### config.mk
export PLATFORM = sky130hd
export DESIGN_NAME = axi4_master_data
export DESIGN_NICKNAME = d
export VERILOG_FILES = /design/src/common/axi_pkg.sv /design/src/common/sram_pkg.sv /design/src/axi4_master_data/axi4_master_data.sv /design/src/axi4_master_data/axi_channel_exec.sv /design/src/axi4_master_data/axi_req_decode.sv /design/src/axi4_master_data/axi_resp_collect.sv
export VERILOG_INCLUDE_DIRS = /design/src /design/src/common
export SDC_FILE = /design/constraint.sdc
export NUM_CORES = 1
export LEC_CHECK = 0
export BUFFER_PORTS_ARGS = -buffer_cell sky130_fd_sc_hd__buf_2
export CAP_MARGIN = 20
export CORE_AREA = 2 2 116 118
export CTS_BUF_LIST = sky130_fd_sc_hd__clkbuf_2
export DETAILED_ROUTE_END_ITERATION = 8
export DIE_AREA = 0 0 118 120
export GPL_TIMING_DRIVEN = 0
export PLACE_DENSITY = 0.8
export SLEW_MARGIN = 20
export SYNTH_ARGS = -nofsm -noshare
export SYNTH_HDL_FRONTEND = slang
export SYNTH_HIERARCHICAL = 1
export SYNTH_SLANG_ARGS = --single-unit
### constraint.sdc
create_clock -name axi4_master -period 5.2 [get_ports axi4_master]
set_clock_uncertainty 0.15 [all_clocks]
set_input_delay 0.52 -clock axi4_master [delete_from_list [all_inputs] [get_ports axi4_master]]
set_output_delay 0.52 -clock axi4_master [all_outputs]
set_load 0.005 [all_outputs]
### src/common/axi_bridge_settings.svh
`ifndef AXI_BRIDGE_SETTINGS_SVH
`define AXI_BRIDGE_SETTINGS_SVH

// address and data width of the AXI4 data port
`define AXI_ADDR_W 32
`define AXI_DATA_W 32

// one strobe bit per data byte
`define AXI_STRB_W (`AXI_DATA_W / 8)

// byte offset bits inside one data word
`define AXI_OFFSET_W 2

// depth of the on-chip SRAM slave in words
`define MEM_WORDS 256

`endif

### src/common/axi_pkg.sv
`default_nettype none

`include "axi_bridge_settings.svh"

package axi_pkg;

    typedef enum logic [1:0] {
        RESP_OKAY   = 2'b00,
        RESP_SLVERR = 2'b10
    } axi_resp_e;

    // fixed attributes of the single-beat subset
    localparam logic [7:0] AXI_LEN_SINGLE = 8'd0;
    localparam logic [2:0] AXI_SIZE_4B    = 3'b010;
    localparam logic [1:0] AXI_BURST_INCR = 2'b01;
    localparam logic [3:0] AXI_ID_DATA    = 4'd1;

    typedef struct packed {
        logic                   awvalid;
        logic [`AXI_ADDR_W-1:0] awaddr;
        logic [7:0]             awlen;
        logic [2:0]             awsize;
        logic [1:0]             awburst;
        logic [3:0]             awid;
    } axi_aw_t;

    typedef struct packed {
        logic                   wvalid;
        logic [`AXI_DATA_W-1:0] wdata;
        logic [`AXI_STRB_W-1:0] wstrb;
        logic                   wlast;
    } axi_w_t;

    typedef struct packed {
        logic       bvalid;
        axi_resp_e  bresp;
        logic [3:0] bid;
    } axi_b_t;

    typedef struct packed {
        logic                   arvalid;
        logic [`AXI_ADDR_W-1:0] araddr;
        logic [7:0]             arlen;
        logic [2:0]             arsize;
        logic [1:0]             arburst;
        logic [3:0]             arid;
    } axi_ar_t;

    typedef struct packed {
        logic                   rvalid;
        logic [`AXI_DATA_W-1:0] rdata;
        axi_resp_e              rresp;
        logic                   rlast;
        logic [3:0]             rid;
    } axi_r_t;

    // readies driven by the slave first, then the ones driven by the master
    typedef struct packed {
        logic awready;
        logic wready;
        logic arready;
        logic bready;
        logic rready;
    } axi_ready_t;

endpackage

`default_nettype wire

### src/common/sram_pkg.sv
`default_nettype none

`include "axi_bridge_settings.svh"

package sram_pkg;

    // the bridge sees a flat byte address, the SRAM slave a word index
    typedef union packed {
        logic [`AXI_ADDR_W-1:0] byte_addr;
        struct packed {
            logic [`AXI_ADDR_W-`AXI_OFFSET_W-1:0] word_index;
            logic [`AXI_OFFSET_W-1:0]             byte_offset;
        } word;
    } sram_addr_u;

    typedef struct packed {
        logic                   wr_en;
        logic                   rd_en;
        sram_addr_u             addr;
        logic [`AXI_DATA_W-1:0] wr_data;
        logic [`AXI_STRB_W-1:0] mask;
    } sram_req_t;

    typedef struct packed {
        logic                   busy;
        logic                   wr_done;
        logic                   rd_valid;
        logic [`AXI_DATA_W-1:0] rd_data;
        logic                   error;
    } sram_rsp_t;

    typedef struct packed {
        logic                   is_write;
        logic [`AXI_ADDR_W-1:0] addr;
        logic [`AXI_DATA_W-1:0] data;
        logic [`AXI_STRB_W-1:0] strb;
    } bridge_cmd_t;

endpackage

`default_nettype wire

### src/axi4_master_data/axi4_master_data.sv
`timescale 1ns/1ps
`default_nettype none

module axi4_master_data (
    input  logic                axi4_master,
    input  logic                rst_n,
    input  sram_pkg::sram_req_t req,
    output sram_pkg::sram_rsp_t rsp,
    output axi_pkg::axi_aw_t    aw,
    output axi_pkg::axi_w_t     w,
    output axi_pkg::axi_ar_t    ar,
    input  axi_pkg::axi_b_t     b,
    input  axi_pkg::axi_r_t     r,
    input  logic                awready,
    input  logic                wready,
    input  logic                arready,
    output logic                bready,
    output logic                rready
);

    import sram_pkg::*;

    bridge_cmd_t       cmd;
    logic              cmd_start;
    logic              op_done;
    logic              b_seen;
    logic              r_seen;
    logic              busy;
    logic              wr_done;
    logic              rd_valid;
    logic              error;
    logic [$bits(rsp.rd_data)-1:0] rd_data;

    axi_req_decode decode_i (
        .axi4_master (axi4_master),
        .rst_n       (rst_n),
        .req         (req),
        .op_done     (op_done),
        .cmd         (cmd),
        .cmd_start   (cmd_start),
        .busy        (busy)
    );

    axi_channel_exec exec_i (
        .axi4_master (axi4_master),
        .rst_n       (rst_n),
        .cmd         (cmd),
        .cmd_start   (cmd_start),
        .aw          (aw),
        .w           (w),
        .ar          (ar),
        .awready     (awready),
        .wready      (wready),
        .arready     (arready),
        .b_seen      (b_seen),
        .r_seen      (r_seen)
    );

    axi_resp_collect collect_i (
        .axi4_master (axi4_master),
        .rst_n       (rst_n),
        .b           (b),
        .r           (r),
        .bready      (bready),
        .rready      (rready),
        .b_seen      (b_seen),
        .r_seen      (r_seen),
        .op_done     (op_done),
        .wr_done     (wr_done),
        .rd_valid    (rd_valid),
        .rd_data     (rd_data),
        .error       (error)
    );

    assign rsp = '{
        busy:     busy,
        wr_done:  wr_done,
        rd_valid: rd_valid,
        rd_data:  rd_data,
        error:    error
    };

endmodule

`default_nettype wire

### src/axi4_master_data/axi_channel_exec.sv
`timescale 1ns/1ps
`default_nettype none

module axi_channel_exec (
    input  logic                  axi4_master,
    input  logic                  rst_n,
    input  sram_pkg::bridge_cmd_t cmd,
    input  logic                  cmd_start,
    output axi_pkg::axi_aw_t      aw,
    output axi_pkg::axi_w_t       w,
    output axi_pkg::axi_ar_t      ar,
    input  logic                  awready,
    input  logic                  wready,
    input  logic                  arready,
    input  logic                  b_seen,
    input  logic                  r_seen
);

    import axi_pkg::*;

    typedef enum logic [1:0] {
        W_IDLE,
        W_ADDR,
        W_DATA,
        W_RESP
    } wr_state_e;

    typedef enum logic [1:0] {
        R_IDLE,
        R_ADDR,
        R_DATA
    } rd_state_e;

    wr_state_e wr_state;
    rd_state_e rd_state;

    // the command register in the decoder holds the payload for the whole transaction
    assign aw = '{
        awvalid: (wr_state == W_ADDR),
        awaddr:  cmd.addr,
        awlen:   AXI_LEN_SINGLE,
        awsize:  AXI_SIZE_4B,
        awburst: AXI_BURST_INCR,
        awid:    AXI_ID_DATA
    };

    assign w = '{
        wvalid: (wr_state == W_DATA),
        wdata:  cmd.data,
        wstrb:  cmd.strb,
        wlast:  (wr_state == W_DATA)
    };

    assign ar = '{
        arvalid: (rd_state == R_ADDR),
        araddr:  cmd.addr,
        arlen:   AXI_LEN_SINGLE,
        arsize:  AXI_SIZE_4B,
        arburst: AXI_BURST_INCR,
        arid:    AXI_ID_DATA
    };

    // write side moves AW, then W, then waits for B
    always_ff @(posedge axi4_master or negedge rst_n) begin
        if (!rst_n) begin
            wr_state <= W_IDLE;
        end else begin
            case (wr_state)
                W_IDLE: begin
                    if (cmd_start && cmd.is_write) begin
                        wr_state <= W_ADDR;
                    end
                end
                W_ADDR: begin
                    if (aw.awvalid && awready) begin
                        wr_state <= W_DATA;
                    end
                end
                W_DATA: begin
                    if (w.wvalid && wready) begin
                        wr_state <= W_RESP;
                    end
                end
                W_RESP: begin
                    if (b_seen) begin
                        wr_state <= W_IDLE;
                    end
                end
                default: wr_state <= W_IDLE;
            endcase
        end
    end

    always_ff @(posedge axi4_master or negedge rst_n) begin
        if (!rst_n) begin
            rd_state <= R_IDLE;
        end else begin
            case (rd_state)
                R_IDLE: begin
                    if (cmd_start && !cmd.is_write) begin
                        rd_state <= R_ADDR;
                    end
                end
                R_ADDR: begin
                    if (ar.arvalid && arready) begin
                        rd_state <= R_DATA;
                    end
                end
                R_DATA: begin
                    if (r_seen) begin
                        rd_state <= R_IDLE;
                    end
                end
                default: rd_state <= R_IDLE;
            endcase
        end
    end

endmodule

`default_nettype wire

### src/axi4_master_data/axi_req_decode.sv
`timescale 1ns/1ps
`default_nettype none

module axi_req_decode (
    input  logic                  axi4_master,
    input  logic                  rst_n,
    input  sram_pkg::sram_req_t   req,
    input  logic                  op_done,
    output sram_pkg::bridge_cmd_t cmd,
    output logic                  cmd_start,
    output logic                  busy
);

    logic busy_q;
    logic accept;

    assign accept = (req.wr_en || req.rd_en) && !busy;

    // busy already drops in the completion cycle so the core can issue back to back
    assign busy = busy_q && !op_done;

    always_ff @(posedge axi4_master or negedge rst_n) begin
        if (!rst_n) begin
            busy_q    <= 1'b0;
            cmd_start <= 1'b0;
        end else begin
            cmd_start <= accept;
            if (accept) begin
                busy_q <= 1'b1;
            end else if (op_done) begin
                busy_q <= 1'b0;
            end
        end
    end

    // a store wins over a load in the same cycle and the load is dropped
    always_ff @(posedge axi4_master) begin
        if (accept) begin
            cmd.is_write <= req.wr_en;
            cmd.addr     <= req.addr.byte_addr;
            cmd.data     <= req.wr_data;
            cmd.strb     <= req.wr_en ? req.mask : '0;
        end
    end

endmodule

`default_nettype wire

### src/axi4_master_data/axi_resp_collect.sv
`timescale 1ns/1ps
`default_nettype none

`include "axi_bridge_settings.svh"

module axi_resp_collect (
    input  logic                   axi4_master,
    input  logic                   rst_n,
    input  axi_pkg::axi_b_t        b,
    input  axi_pkg::axi_r_t        r,
    output logic                   bready,
    output logic                   rready,
    output logic                   b_seen,
    output logic                   r_seen,
    output logic                   op_done,
    output logic                   wr_done,
    output logic                   rd_valid,
    output logic [`AXI_DATA_W-1:0] rd_data,
    output logic                   error
);

    import axi_pkg::*;

    // only one operation is in flight, so any response beat can be taken at once
    assign bready = b.bvalid;
    assign rready = r.rvalid;

    assign b_seen  = b.bvalid && bready;
    assign r_seen  = r.rvalid && rready && r.rlast;
    assign op_done = wr_done || rd_valid;

    always_ff @(posedge axi4_master or negedge rst_n) begin
        if (!rst_n) begin
            wr_done  <= 1'b0;
            rd_valid <= 1'b0;
            error    <= 1'b0;
        end else begin
            wr_done  <= b_seen;
            rd_valid <= r_seen;
            if (b_seen) begin
                error <= (b.bresp != RESP_OKAY);
            end else if (r_seen) begin
                error <= (r.rresp != RESP_OKAY);
            end
        end
    end

    always_ff @(posedge axi4_master) begin
        if (r_seen) begin
            rd_data <= r.rdata;
        end
    end

endmodule

`default_nettype wire

======== After elaboration in Yosys (flattened, before gate mapping) ========
Index checks and enable logic that the tools add are counted.
operators by class
  reduce and logical (&&, ||, !) cells .... 21
  equality and inequality tests ........... 12
  mux-type cells .......................... 13
operators with widths
  kind                  count
  $mux W2               7
  $logic_and A1 B1 Y1   8
  $ne A2 B2 Y1 const B  4
  $pmux W2 S4           1
  $reduce_bool A2 Y1    4
  $eq A2 B2 Y1 const B  3
  $ne A2 B1 Y1 const B  3
  $pmux W2 S3           1
  $eq A2 B1 Y1 const B  2
  $logic_not A2 Y1      2
  $mux W1               4
  $reduce_and A4 Y1     1
  $logic_not A1 Y1      3
  $reduce_and A3 Y1     1
  $logic_or A1 B1 Y1    2
storage, ports and cells
  bits of input ports ..................... 122
  output and inout bits ................... 176
  word-level logic and storage cells ...... 58
  register bits after elaboration ......... 110

======== Depth between registers and ports, before layout ========
Gate-level depths: netlist of the first run.
  word-level depth ........................ 6
  gate-level depth with buffers ........... 5
  depth with buffers taken out ............ 5

======== Modules after synthesis ========
The synthesis of the first run kept the hierarchy.
modules (own cells, without submodules)
  module            times used  cells each  area each (um^2)  sequential area each (um^2)
  axi_req_decode    1           79          2174.6            2122.0
  axi_channel_exec  1           164         1321.3            100.1
  axi_resp_collect  1           44          1107.3            1036.0
  axi4_master_data  1           4           30.0              0.0

======== Worst setup path after synthesis of the first run ========
No wires, ideal clock.
  path kind ............................... input port to flip-flop
  start ................................... in req[68] (netlist name)
  end ..................................... reg decode_i/cmd[0] (netlist name)
  path buffers ............................ 0
  required time ........................... 4.551 ns
  path slack .............................. 1.053 ns
  stages .................................. 2
  setup time .............................. 0.499 ns
  data arrival time ....................... 3.497 ns
  path through ............................ nor2_1 -> nor2_1
on the way
  word-level cells in the longest chain between the ends .. 2
RTL lines
  element                    line                   source
  from (decl)                axi4_master_data.sv:7  input sram_pkg::sram_req_t req,
  $logic_or A1 B1 Y1         axi_req_decode.sv:17   assign accept = (req.wr_en || req.rd_en) && !busy;
  $logic_and A1 B1 Y1        axi_req_decode.sv:17
  named net decode_i.accept  axi_req_decode.sv:15   logic accept;
The timed path passes the listed nets, and every way through them passes these cells.
A chain may end at the register's enable or synchronous reset.

======== Final worst setup path of the first run ========
  start ................................... reg collect_i.rd_valid
  end ..................................... out rsp[35] (netlist name)
on the way
  word-level cells in the longest chain between the ends .. 3
RTL lines
  element                 line                    source
  from (decl)             axi_resp_collect.sv:17  output logic rd_valid,
  from (signal assigned)  axi_resp_collect.sv:39  rd_valid <= r_seen;
  $logic_or A1 B1 Y1      axi_resp_collect.sv:30  assign op_done = wr_done || rd_valid;
  named net op_done       axi4_master_data.sv:25  logic op_done;
  $logic_not A1 Y1        axi_req_decode.sv:20    assign busy = busy_q && !op_done;
  $logic_and A1 B1 Y1     axi_req_decode.sv:20
  to (decl)               axi4_master_data.sv:8   output sram_pkg::sram_rsp_t rsp,
The timed path passes the listed nets, and every way through them passes these cells.

==> results of run 1 <==
worst min path at each step:
stage | cells past startpoint | endpoint | startpoint
after floorplan | 0 | collect_i/error$_DFFE_PN0P_ | rst_n
after global placement | 1 | collect_i/wr_done$_DFF_PN0_ | rst_n
after detailed placement | 1 | collect_i/error$_DFFE_PN0P_ | rst_n
after CTS | 3 | collect_i/error$_DFFE_PN0P_ | r[4]
after global routing | 2 | collect_i/rd_valid$_DFF_PN0_ | rst_n
final | 2 | collect_i/rd_valid$_DFF_PN0_ | rst_n
cells by family after synthesis:
| logic type | Yosys count |
|---|---|
| fa+ha+maj | 5 |
| other cells | 2 |
| simple gates | 21 |
| buf+inv | 145 |
| mux | 2 |
| flops | 110 |
| compound gates | 6 |
cell usage after synthesis, types with 2 or more instances:
cell	n
buf_4	142
edfxtp_1	101
dfrtp_1	9
ha_1	5
and2_1	4
nor2_1	4
inv_1	3
nor2b_1	3
a21oi_1	2
conb_1	2
nand2b_1	2
nor2b_4	2
o21ai_0	2
power by group:
part	internal (µW)	switching, µW
Sequential	1050	37.6
Clock	117	295
Combinational	293	176
Total	1460	509
routing by layer:
metal / vias up / global-route usage, % / part of all wire [%]
met2: 212 / 31.10 / 53
li1: 1633 / - / -
met3: 20 / 6.559 / 10
met1: 1569 / 16.61 / 35
met5: - / 0 / 0
met4: 0 / 8.358 / 2.7
metrics by stage:
| stage | area, µm² | total power, µW | setup TNS (ns) | utilization (%) |
|---|---|---|---|---|
| after global placement | 6250 | 1493 | -40.66 | 48.15 |
| after global routing | 7501 | 2075 | 0 | 57.79 |
| after floorplan | 4753 | 1339 | 0 | - |
| final | 7501 | 1974 | 0 | 57.79 |
| after CTS | 7501 | 1989 | 0 | 57.79 |
| after detailed placement | 6305 | 1510 | 0 | 48.57 |
registers in the layout, indices dropped and copies added, names as in the netlist:
register / cells
decode_i/busy_q: 1
exec_i/rd_state: 2
collect_i/rd_valid: 1
collect_i/rd_data: 32
collect_i/wr_done: 1
decode_i/cmd_start: 1
collect_i/error: 1
decode_i/cmd: 69
exec_i/wr_state: 2
layout make-up:
cell class | count | area [µm²] | share of cell area, %
buffer | 142 | 1066 | 14.21
clock buffer | 9 | 45.04 | 0.6005
clock inverter | 7 | 80.08 | 1.068
inverter | 3 | 11.26 | 0.1501
multi-input combinational | 68 | 425.4 | 5.671
sequential | 110 | 3258 | 43.44
tap | 176 | 220.2 | 2.936
timing repair buffer | 364 | 2395 | 31.93
cell usage in the layout (no fill, tap or decap), types with 2 or more instances in the layout:
master / count
buf_2: 255
buf_4: 142
dlygate4sd3_1: 107
edfxtp_1: 101
conb_1: 34
clkbuf_2: 9
dfrtp_1: 9
ha_1: 5
and2_1: 4
inv_6: 3
nor2_1: 3
inv_1: 3
nor2b_1: 3
clkinvlp_4: 2
a21oi_1: 2
o21ai_0: 2
nor2b_4: 2
nand2b_1: 2
what timing repair did:
action / in CTS / in global routing
hold buffers: 107 / 0
setup endpoints to repair: 0 / 0
hold endpoints to repair: 115 / 0
==> out/metrics.cfg, run 1 <==
[worst_hold_path]
hold_class=in -> async

[synthesis]
synth_xor_area_share_pct=0
yosysWarnings=6
netlist_area_um2=4633
muxShareOfSynthArea_pct=0.5401
netlist_top_cells_area=edfxtp_1, buf_4, dfrtp_1, ha_1, a2111oi_4
synth_top_area_cell=edfxtp_1
synthCells=291
synth_edf_count=101
synthArstFlopShare_pct=8.182
synth-seq-area-share_pct=70.32
synth_simple_gate_area_share_pct=3.079
synthFlopType=edfxtp_1
synth.top_cell.area_share_pct=65.46
synth_top_family_by_area=buffers and inverters
synth-seq-cells=110
ys_types=23
synthAdderAreaFrac_pct=1.350
synth-compound-area-share_pct=1.296
syn_avg_cell_area_um2=15.92

[route]
ant_nets=0
drtIter0Drc=110
wl_per_cell_um=13.61
drt-vias-per-instance=3.907
route.detailed.drc=0
first_pass_iters=4
num_vias=3434
drt-total-wl_um=11960

[sta]
fin_ws_ns=2.763
rsz0062_at_grt=false
maxSlewViolCount=0
whs_ns=0.07321
fmax_mhz=410.3
setup_viol=0
max_slew_margin_pct=47.47
finalCritPeriodShare_pct=46.87
hold_violations=0
worst_pin_slew_ns=0.7879
finalCriticalPeriod_ns=2.437

[die]
die_w_um=118
core_area_um2=12980
placementRows=42
initial_core_util_pct=35.70
io_pins=298
dieArea_um2=14160
die_h_um=120

[worst_setup_path]
crit_cells=4
critPathLaunchType=flop
crit_start=collect_i/rd_valid$_DFF_PN0_
end_kind=primary output
reg2reg_slack_ns=3.08
cp_slowest_cell=dfrtp_1
cp_max_fo=3
crit_end=rsp[35]
critPathKind=reg -> out
critical_path_required_ns=4.53
cp_top_family=simple AND/OR/NAND/NOR gates
r2r-end=decode_i/cmd[21]$_DFFE_PP_
max_stage_delay_ns=0.45
arrival_ns=1.77
path_cells=or2_2 > nor2b_4 > buf_4 > buf_2
reg2regPathDepth=5
r2r_start=collect_i/rd_valid$_DFF_PN0_
critical_path_buf_inv_count=2

[global_routing]
track_usage_pct=16.95
grt_pass1_vias=3613
gr-total-overflow=0
antenna_found_initial=0
grt_pass1_wl_um=18270
grt_max_degree=35

[cts]
postCtsSetupBuffers=0
htreeDepth=3
clk_latency_ns=0.60
cts_buffers=9
tritoncts=yes
clk_pin_slew_ns=0.30
cts-root-buf=clkbuf_2
cts_resized=0
ctsLongestPathBuffers=2
clock-sinks=110

[layout]
num_antenna_cells=0
syn_to_final_growth_pct=61.90
final_cells=879
drive_gt1_share_pct=60.31
fill_cells=1007
fin_nets=825

[status]
status=complete, no violations

[pwr]
power_density_nw_per_um2=263.1
p_leak_uw=0.003589
vdd_ir_drop_max_mv=0.2180

[placed_design]
pre_cts_ws_ns=2.865
dp_hpwl_um=7585
gp_congestion=0.7474
portBuffers=255
dp.cells=756

[run]
cap_viol_max_count=0

No activity file was read; power rests on OpenSTA's default activity.
==> run 2: changes to the inputs <==
Settings changed: CORE_AREA 2 2 116 118 to 2 2 114 116, DIE_AREA 0 0 118 120 to 0 0 116 118, PLACE_DENSITY 0.8 to 0.85.
Clock period 5.2 ns to 2.1 ns, I/O delays scaled along.
==> out/metrics.cfg, run 2 (synthesized netlist as in run 1, its figures left out) <==
[sta]
max_slew_margin_pct=47.86
setup_viol=0
fmax_mhz=507.1
finalCriticalPeriod_ns=1.972
rsz0062_at_grt=false
fin_ws_ns=0.1279
hold_violations=0
tns_ns=0
worst_pin_slew_ns=0.7821
finalCritPeriodShare_pct=93.91
maxSlewViolCount=0

[die]
io_pins=298
placementRows=41
initial_core_util_pct=37.32
die_h_um=118
die_w_um=116
dieArea_um2=13690
core_area_um2=12410

[pwr]
switchingPower_uw=1287
p_sw_share_pct=26.66
pwr-share-comb_pct=24.7
clkPwrFrac_pct=19.4
power_density_nw_per_um2=639.9
internal_power_uw=3541
seqPwrFrac_pct=56.0
p_leak_uw=0.003604
vdd_ir_drop_max_mv=0.5111

[route]
first_pass_iters=4
drt-vias-per-instance=3.918
drtIter0Drc=97
drt-total-wl_um=12290
wl_per_cell_um=13.92
route.detailed.drc=0
ant_nets=0
num_vias=3460

[global_routing]
grt_pass1_wl_um=18080
track_usage_pct=17.67
antenna_found_initial=3
gr-total-overflow=0
grt_pass1_vias=3686
grt_max_degree=35

[layout]
drive_gt1_share_pct=60.37
design_area_um2=7546
largest_register_ffs=69
syn_to_final_growth_pct=62.87
layout_common_cells=buf_2, buf_4, dlygate4sd3_1, edfxtp_1, conb_1
regMostFlops=decode_i/cmd
largestRegisters=decode_i/cmd x69, collect_i/rd_data x32
fin_nets=831
final_common_cell=buf_2

[worst_setup_path]
end_kind=primary output
cp_max_fo=4
critPathKind=reg -> out
arrival_ns=1.61
critPathLaunchType=flop
max_stage_delay_ns=0.49
critical_path_required_ns=1.74
cp_slowest_cell=dfrtp_1
critical_path_buf_inv_count=3
cp_top_family=flip-flops
path_cells=inv_2 > ha_2 > buf_4 > buf_2

[cts]
clock-sinks=110
cts-root-buf=clkbuf_2
htreeDepth=3
tritoncts=yes
ctsLongestPathBuffers=2
clk_latency_ns=0.60
clk_pin_slew_ns=0.30
cts_buffers=9

[placed_design]
portBuffers=255
dp_hpwl_um=8004
gp_congestion=0.7589
postPlaceCellArea_um2=6292
pre_cts_ws_ns=0.2560

[worst_hold_path]
hold_class=in -> reg

[status]
status=complete, no violations

[run]
cap_viol_max_count=0

-- run 2: cell types whose count changed in the layout (fill, tap and decap cells not counted), sizes merged --
cell,before,now
buf,399,401
clkinv,1,2
bufinv,1,0
diode,0,2
dlygate4sd3,107,111
-- run 2: metal layers --
metal  part of all wire [%]  vias to the layer above  track usage, %
li1                       -                     1648               -
met5                  0.089                        -               0
met2                     54                      198           33.00
met1                     35                     1590           17.54
met3                    9.6                       22           6.179
met4                    2.0                        2           6.696
-- run 2: timing repair --
item                                    4_1_cts  5_1_grt
resized for setup                             1        3
hold buffers                                111        0
hold endpoints to repair                    118        0
pin swaps                                     0        1
endpoints found under the setup margin        1        2
buffers inserted                              1        2
-- run 2: worst reg2reg max path: cells and delay by family, from the launching register on --
kind / cells / cell delay (ns)
and+or+nand+nor: 3 / 0.61
DFF: 1 / 0.44
buffers and inverters: 2 / 0.41
-- run 2: path summary, 6_finish.rpt --
path	cells past startpoint	to	startpoint	slack (ns)
min in group asynchronous	3	collect_i/wr_done$_DFF_PN0_	rst_n	0.38
worst min register to register	1	exec_i/rd_state[0]$_DFFE_PN0P_	exec_i/rd_state[1]$_DFFE_PN0P_	0.31
worst min-delay path	2	collect_i/rd_valid$_DFF_PN0_	r[4]	0.12
max in group asynchronous	3	collect_i/error$_DFFE_PN0P_	rst_n	1.12
worst max register to register	5	decode_i/cmd[38]$_DFFE_PP_	collect_i/rd_valid$_DFF_PN0_	0.23
worst max-delay path	4	w[37]	exec_i/wr_state[0]$_DFFE_PN0P_	0.13
-- run 2: metrics by stage --
stage	utilization, %	hold slack (ns)	std cells	total power (µW)
2_1_floorplan	-	-0.2356	323	3309
3_3_place_gp	50.36	-0.08346	750	3682
3_5_place_dp	50.69	-0.07824	752	3734
4_1_cts	60.61	0.01921	880	4842
5_1_grt	60.74	0.05028	881	5077
6_report	60.78	0.1155	883	4828
-- run 2: area by class of cell --
cell class | instances | area, µm²
Clock inverter | 7 | 66.31
Antenna cell | 2 | 5.005
Multi-Input combinational cell | 68 | 430.4
Timing Repair Buffer | 371 | 2456
Fill cell | 952 | 4868
Buffer | 141 | 1059
Tap cell | 172 | 215.2
Clock buffer | 9 | 45.04
Inverter | 3 | 11.26
Sequential cell | 110 | 3258
-- run 2: power groups by stage --
stage / sequential (µW) / combinational (µW) / clock (µW)
after CTS: 2700 / 1160 / 986
after global routing: 2730 / 1290 / 1060
after global placement: 2740 / 944 / 0
after floorplan: 2730 / 577 / 0
final: 2700 / 1190 / 935
after detailed placement: 2750 / 987 / 0
==> run 3: changes to the inputs <==
Settings changed: ABC_AREA set to 1, CORE_AREA 2 2 114 116 to 2 2 115 117, DIE_AREA 0 0 116 118 to 0 0 117 119, PLACE_DENSITY 0.85 to 0.84.
==> out/metrics.cfg, run 3 <==
[worst_hold_path]
hold_class=in -> reg
min_path_cells=2

[cts]
clk_pin_slew_ns=0.29
cts_buffers=9
htreeDepth=3
clock-sinks=110
clk_latency_ns=0.60
ctsLongestPathBuffers=2
tritoncts=yes
cts-root-buf=clkbuf_2

[status]
status=complete, no violations

[synthesis]
synth_common_cells=buf_4, edfxtp_1, inv_1, nand2_1, dfrtp_1
synth-seq-cells=110
synth_most_common_cell=buf_4
ys_types=19
synth.top_cell.area_share_pct=65.20
synthFlopType=edfxtp_1
synth-seq-area-share_pct=70.04
netlist_top_cells_area=edfxtp_1, buf_4, dfrtp_1, ha_1, inv_1
syn_avg_cell_area_um2=14.91
synth_edf_count=101
synthArstFlopShare_pct=8.182
yosysWarnings=6
netlist_area_um2=4652
synth_top_area_cell=edfxtp_1
synthCells=312

[global_routing]
track_usage_pct=17.97
gr-total-overflow=0
grt_pass1_vias=3730
antenna_found_initial=2
grt_max_degree=36
grt_pass1_wl_um=18640

[worst_setup_path]
reg2regPathDepth=7
critPathKind=reg -> reg
cp_max_fo=3
arrival_ns=2.38
end_kind=flop
critical_path_required_ns=2.49
critPathLaunchType=flop

[route]
drt-total-wl_um=12510
first_pass_iters=4
drt-vias-per-instance=3.878
route.detailed.drc=0
ant_nets=0
num_vias=3568
drtIter0Drc=157
wl_per_cell_um=13.60

[die]
io_pins=298
core_area_um2=12870
placementRows=42
initial_core_util_pct=36.13
dieArea_um2=13920
die_h_um=119
die_w_um=117

[layout]
regMostFlops=decode_i/cmd
layout_common_cells=buf_2, buf_4, dlygate4sd3_1, edfxtp_1, conb_1
drive_gt1_share_pct=59.01
largest_register_ffs=69
syn_to_final_growth_pct=66.14
fin_nets=867
num_antenna_cells=0
final_common_cell=buf_2
largestRegisters=decode_i/cmd x69, collect_i/rd_data x32

[sta]
hold_violations=0
finalCritPeriodShare_pct=94.75
rsz0062_at_grt=false
max_slew_margin_pct=52.02
worst_pin_slew_ns=0.7186
maxSlewViolCount=0
whs_ns=0.1440
finalCriticalPeriod_ns=1.990
setup_viol=0
fmax_mhz=502.6
fin_ws_ns=0.1102

[placed_design]
pre_cts_ws_ns=0.3108
gp_congestion=0.7387
dp_hpwl_um=8122
portBuffers=255

[pwr]
p_leak_uw=0.003776
vdd_ir_drop_max_mv=0.6212
power_density_nw_per_um2=650.0
power_uw=5024

[run]
cap_viol_max_count=0

[run 3: critical path, stage by stage (launching register included)]
cell           delay (ns)
dfrtp_1              0.46
buf_4                0.15
ha_1                 0.20
nand2_1              0.08
nand2_2              0.04
dlygate4sd3_1        0.62
o21bai_1             0.16
nand2_1              0.07
[run 3: timing repair]
action,in CTS,in global routing
resized for setup,1,2
hold buffers,118,0
endpoints found under the hold margin,134,0
setup buffers,2,9
pin swaps,1,4
endpoints found under the setup margin,2,56
[run 3: final cells by class]
| class | count | area [µm²] |
|---|---|---|
| flip-flops and latches | 110 | 3258 |
| repair buffers | 386 | 2592 |
| plain buffers | 141 | 1059 |
| clock inverters | 6 | 93.84 |
| clock buffers | 9 | 45.04 |
| multi-input cells | 75 | 396.6 |
| well taps | 176 | 220.2 |
| inverters | 17 | 63.81 |
| fillers | 980 | 5146 |
[run 3: power by group]
part           switching, µW  internal (µW)
Clock                    698            398
Sequential              81.9           2610
Combinational            496            739
[run 3: path summary, 6_finish.rpt]
check	end	startpoint	slack, ns
worst max-delay path	exec_i/wr_state[0]$_DFFE_PN0P_	exec_i/wr_state[0]$_DFFE_PN0P_	0.11
worst min-delay path	collect_i/rd_data[29]$_DFFE_PP_	r[36]	0.14
worst max register to register	exec_i/wr_state[0]$_DFFE_PN0P_	exec_i/wr_state[0]$_DFFE_PN0P_	0.11
worst min register to register	exec_i/rd_state[1]$_DFFE_PN0P_	exec_i/rd_state[0]$_DFFE_PN0P_	0.37
max in group asynchronous	exec_i/rd_state[1]$_DFFE_PN0P_	rst_n	1.07
min in group asynchronous	collect_i/rd_valid$_DFF_PN0_	rst_n	0.41
[run 3: cells by family (layout without fill, tap and decap cells)]
kind of cell,count (synthesis),count (layout),share of synthesized area (%)
compound gates,6,6,0.8068
fa+ha+maj,5,5,1.345
simple gates,30,30,3.362
flops,110,110,70.04
buf+inv,159,559,24.29
other cells,2,34,0.1614
[run 3: layer usage]
| layer | GRT usage [%] | vias to the layer above | wire length (µm) |
|---|---|---|---|
| li1 | - | 1717 | - |
| met1 | 18.53 | 1620 | 4371 |
| met2 | 31.39 | 199 | 6472 |
| met3 | 8.448 | 28 | 1345 |
| met4 | 6.544 | 4 | 298 |
| met5 | 0 | - | 26 |
[run 3: stage by stage]
| stage | util (%) | std cells | setup TNS [ns] | area (µm²) |
|---|---|---|---|---|
| finish | 60.03 | 920 | 0 | 7729 |
| detailed placement | 49.06 | 777 | 0 | 6316 |
| floorplan | - | 344 | 0 | 4780 |
| global route | 60.03 | 920 | 0 | 7729 |
| global placement | 48.75 | 775 | -32.98 | 6276 |
| CTS | 59.45 | 912 | 0 | 7654 |
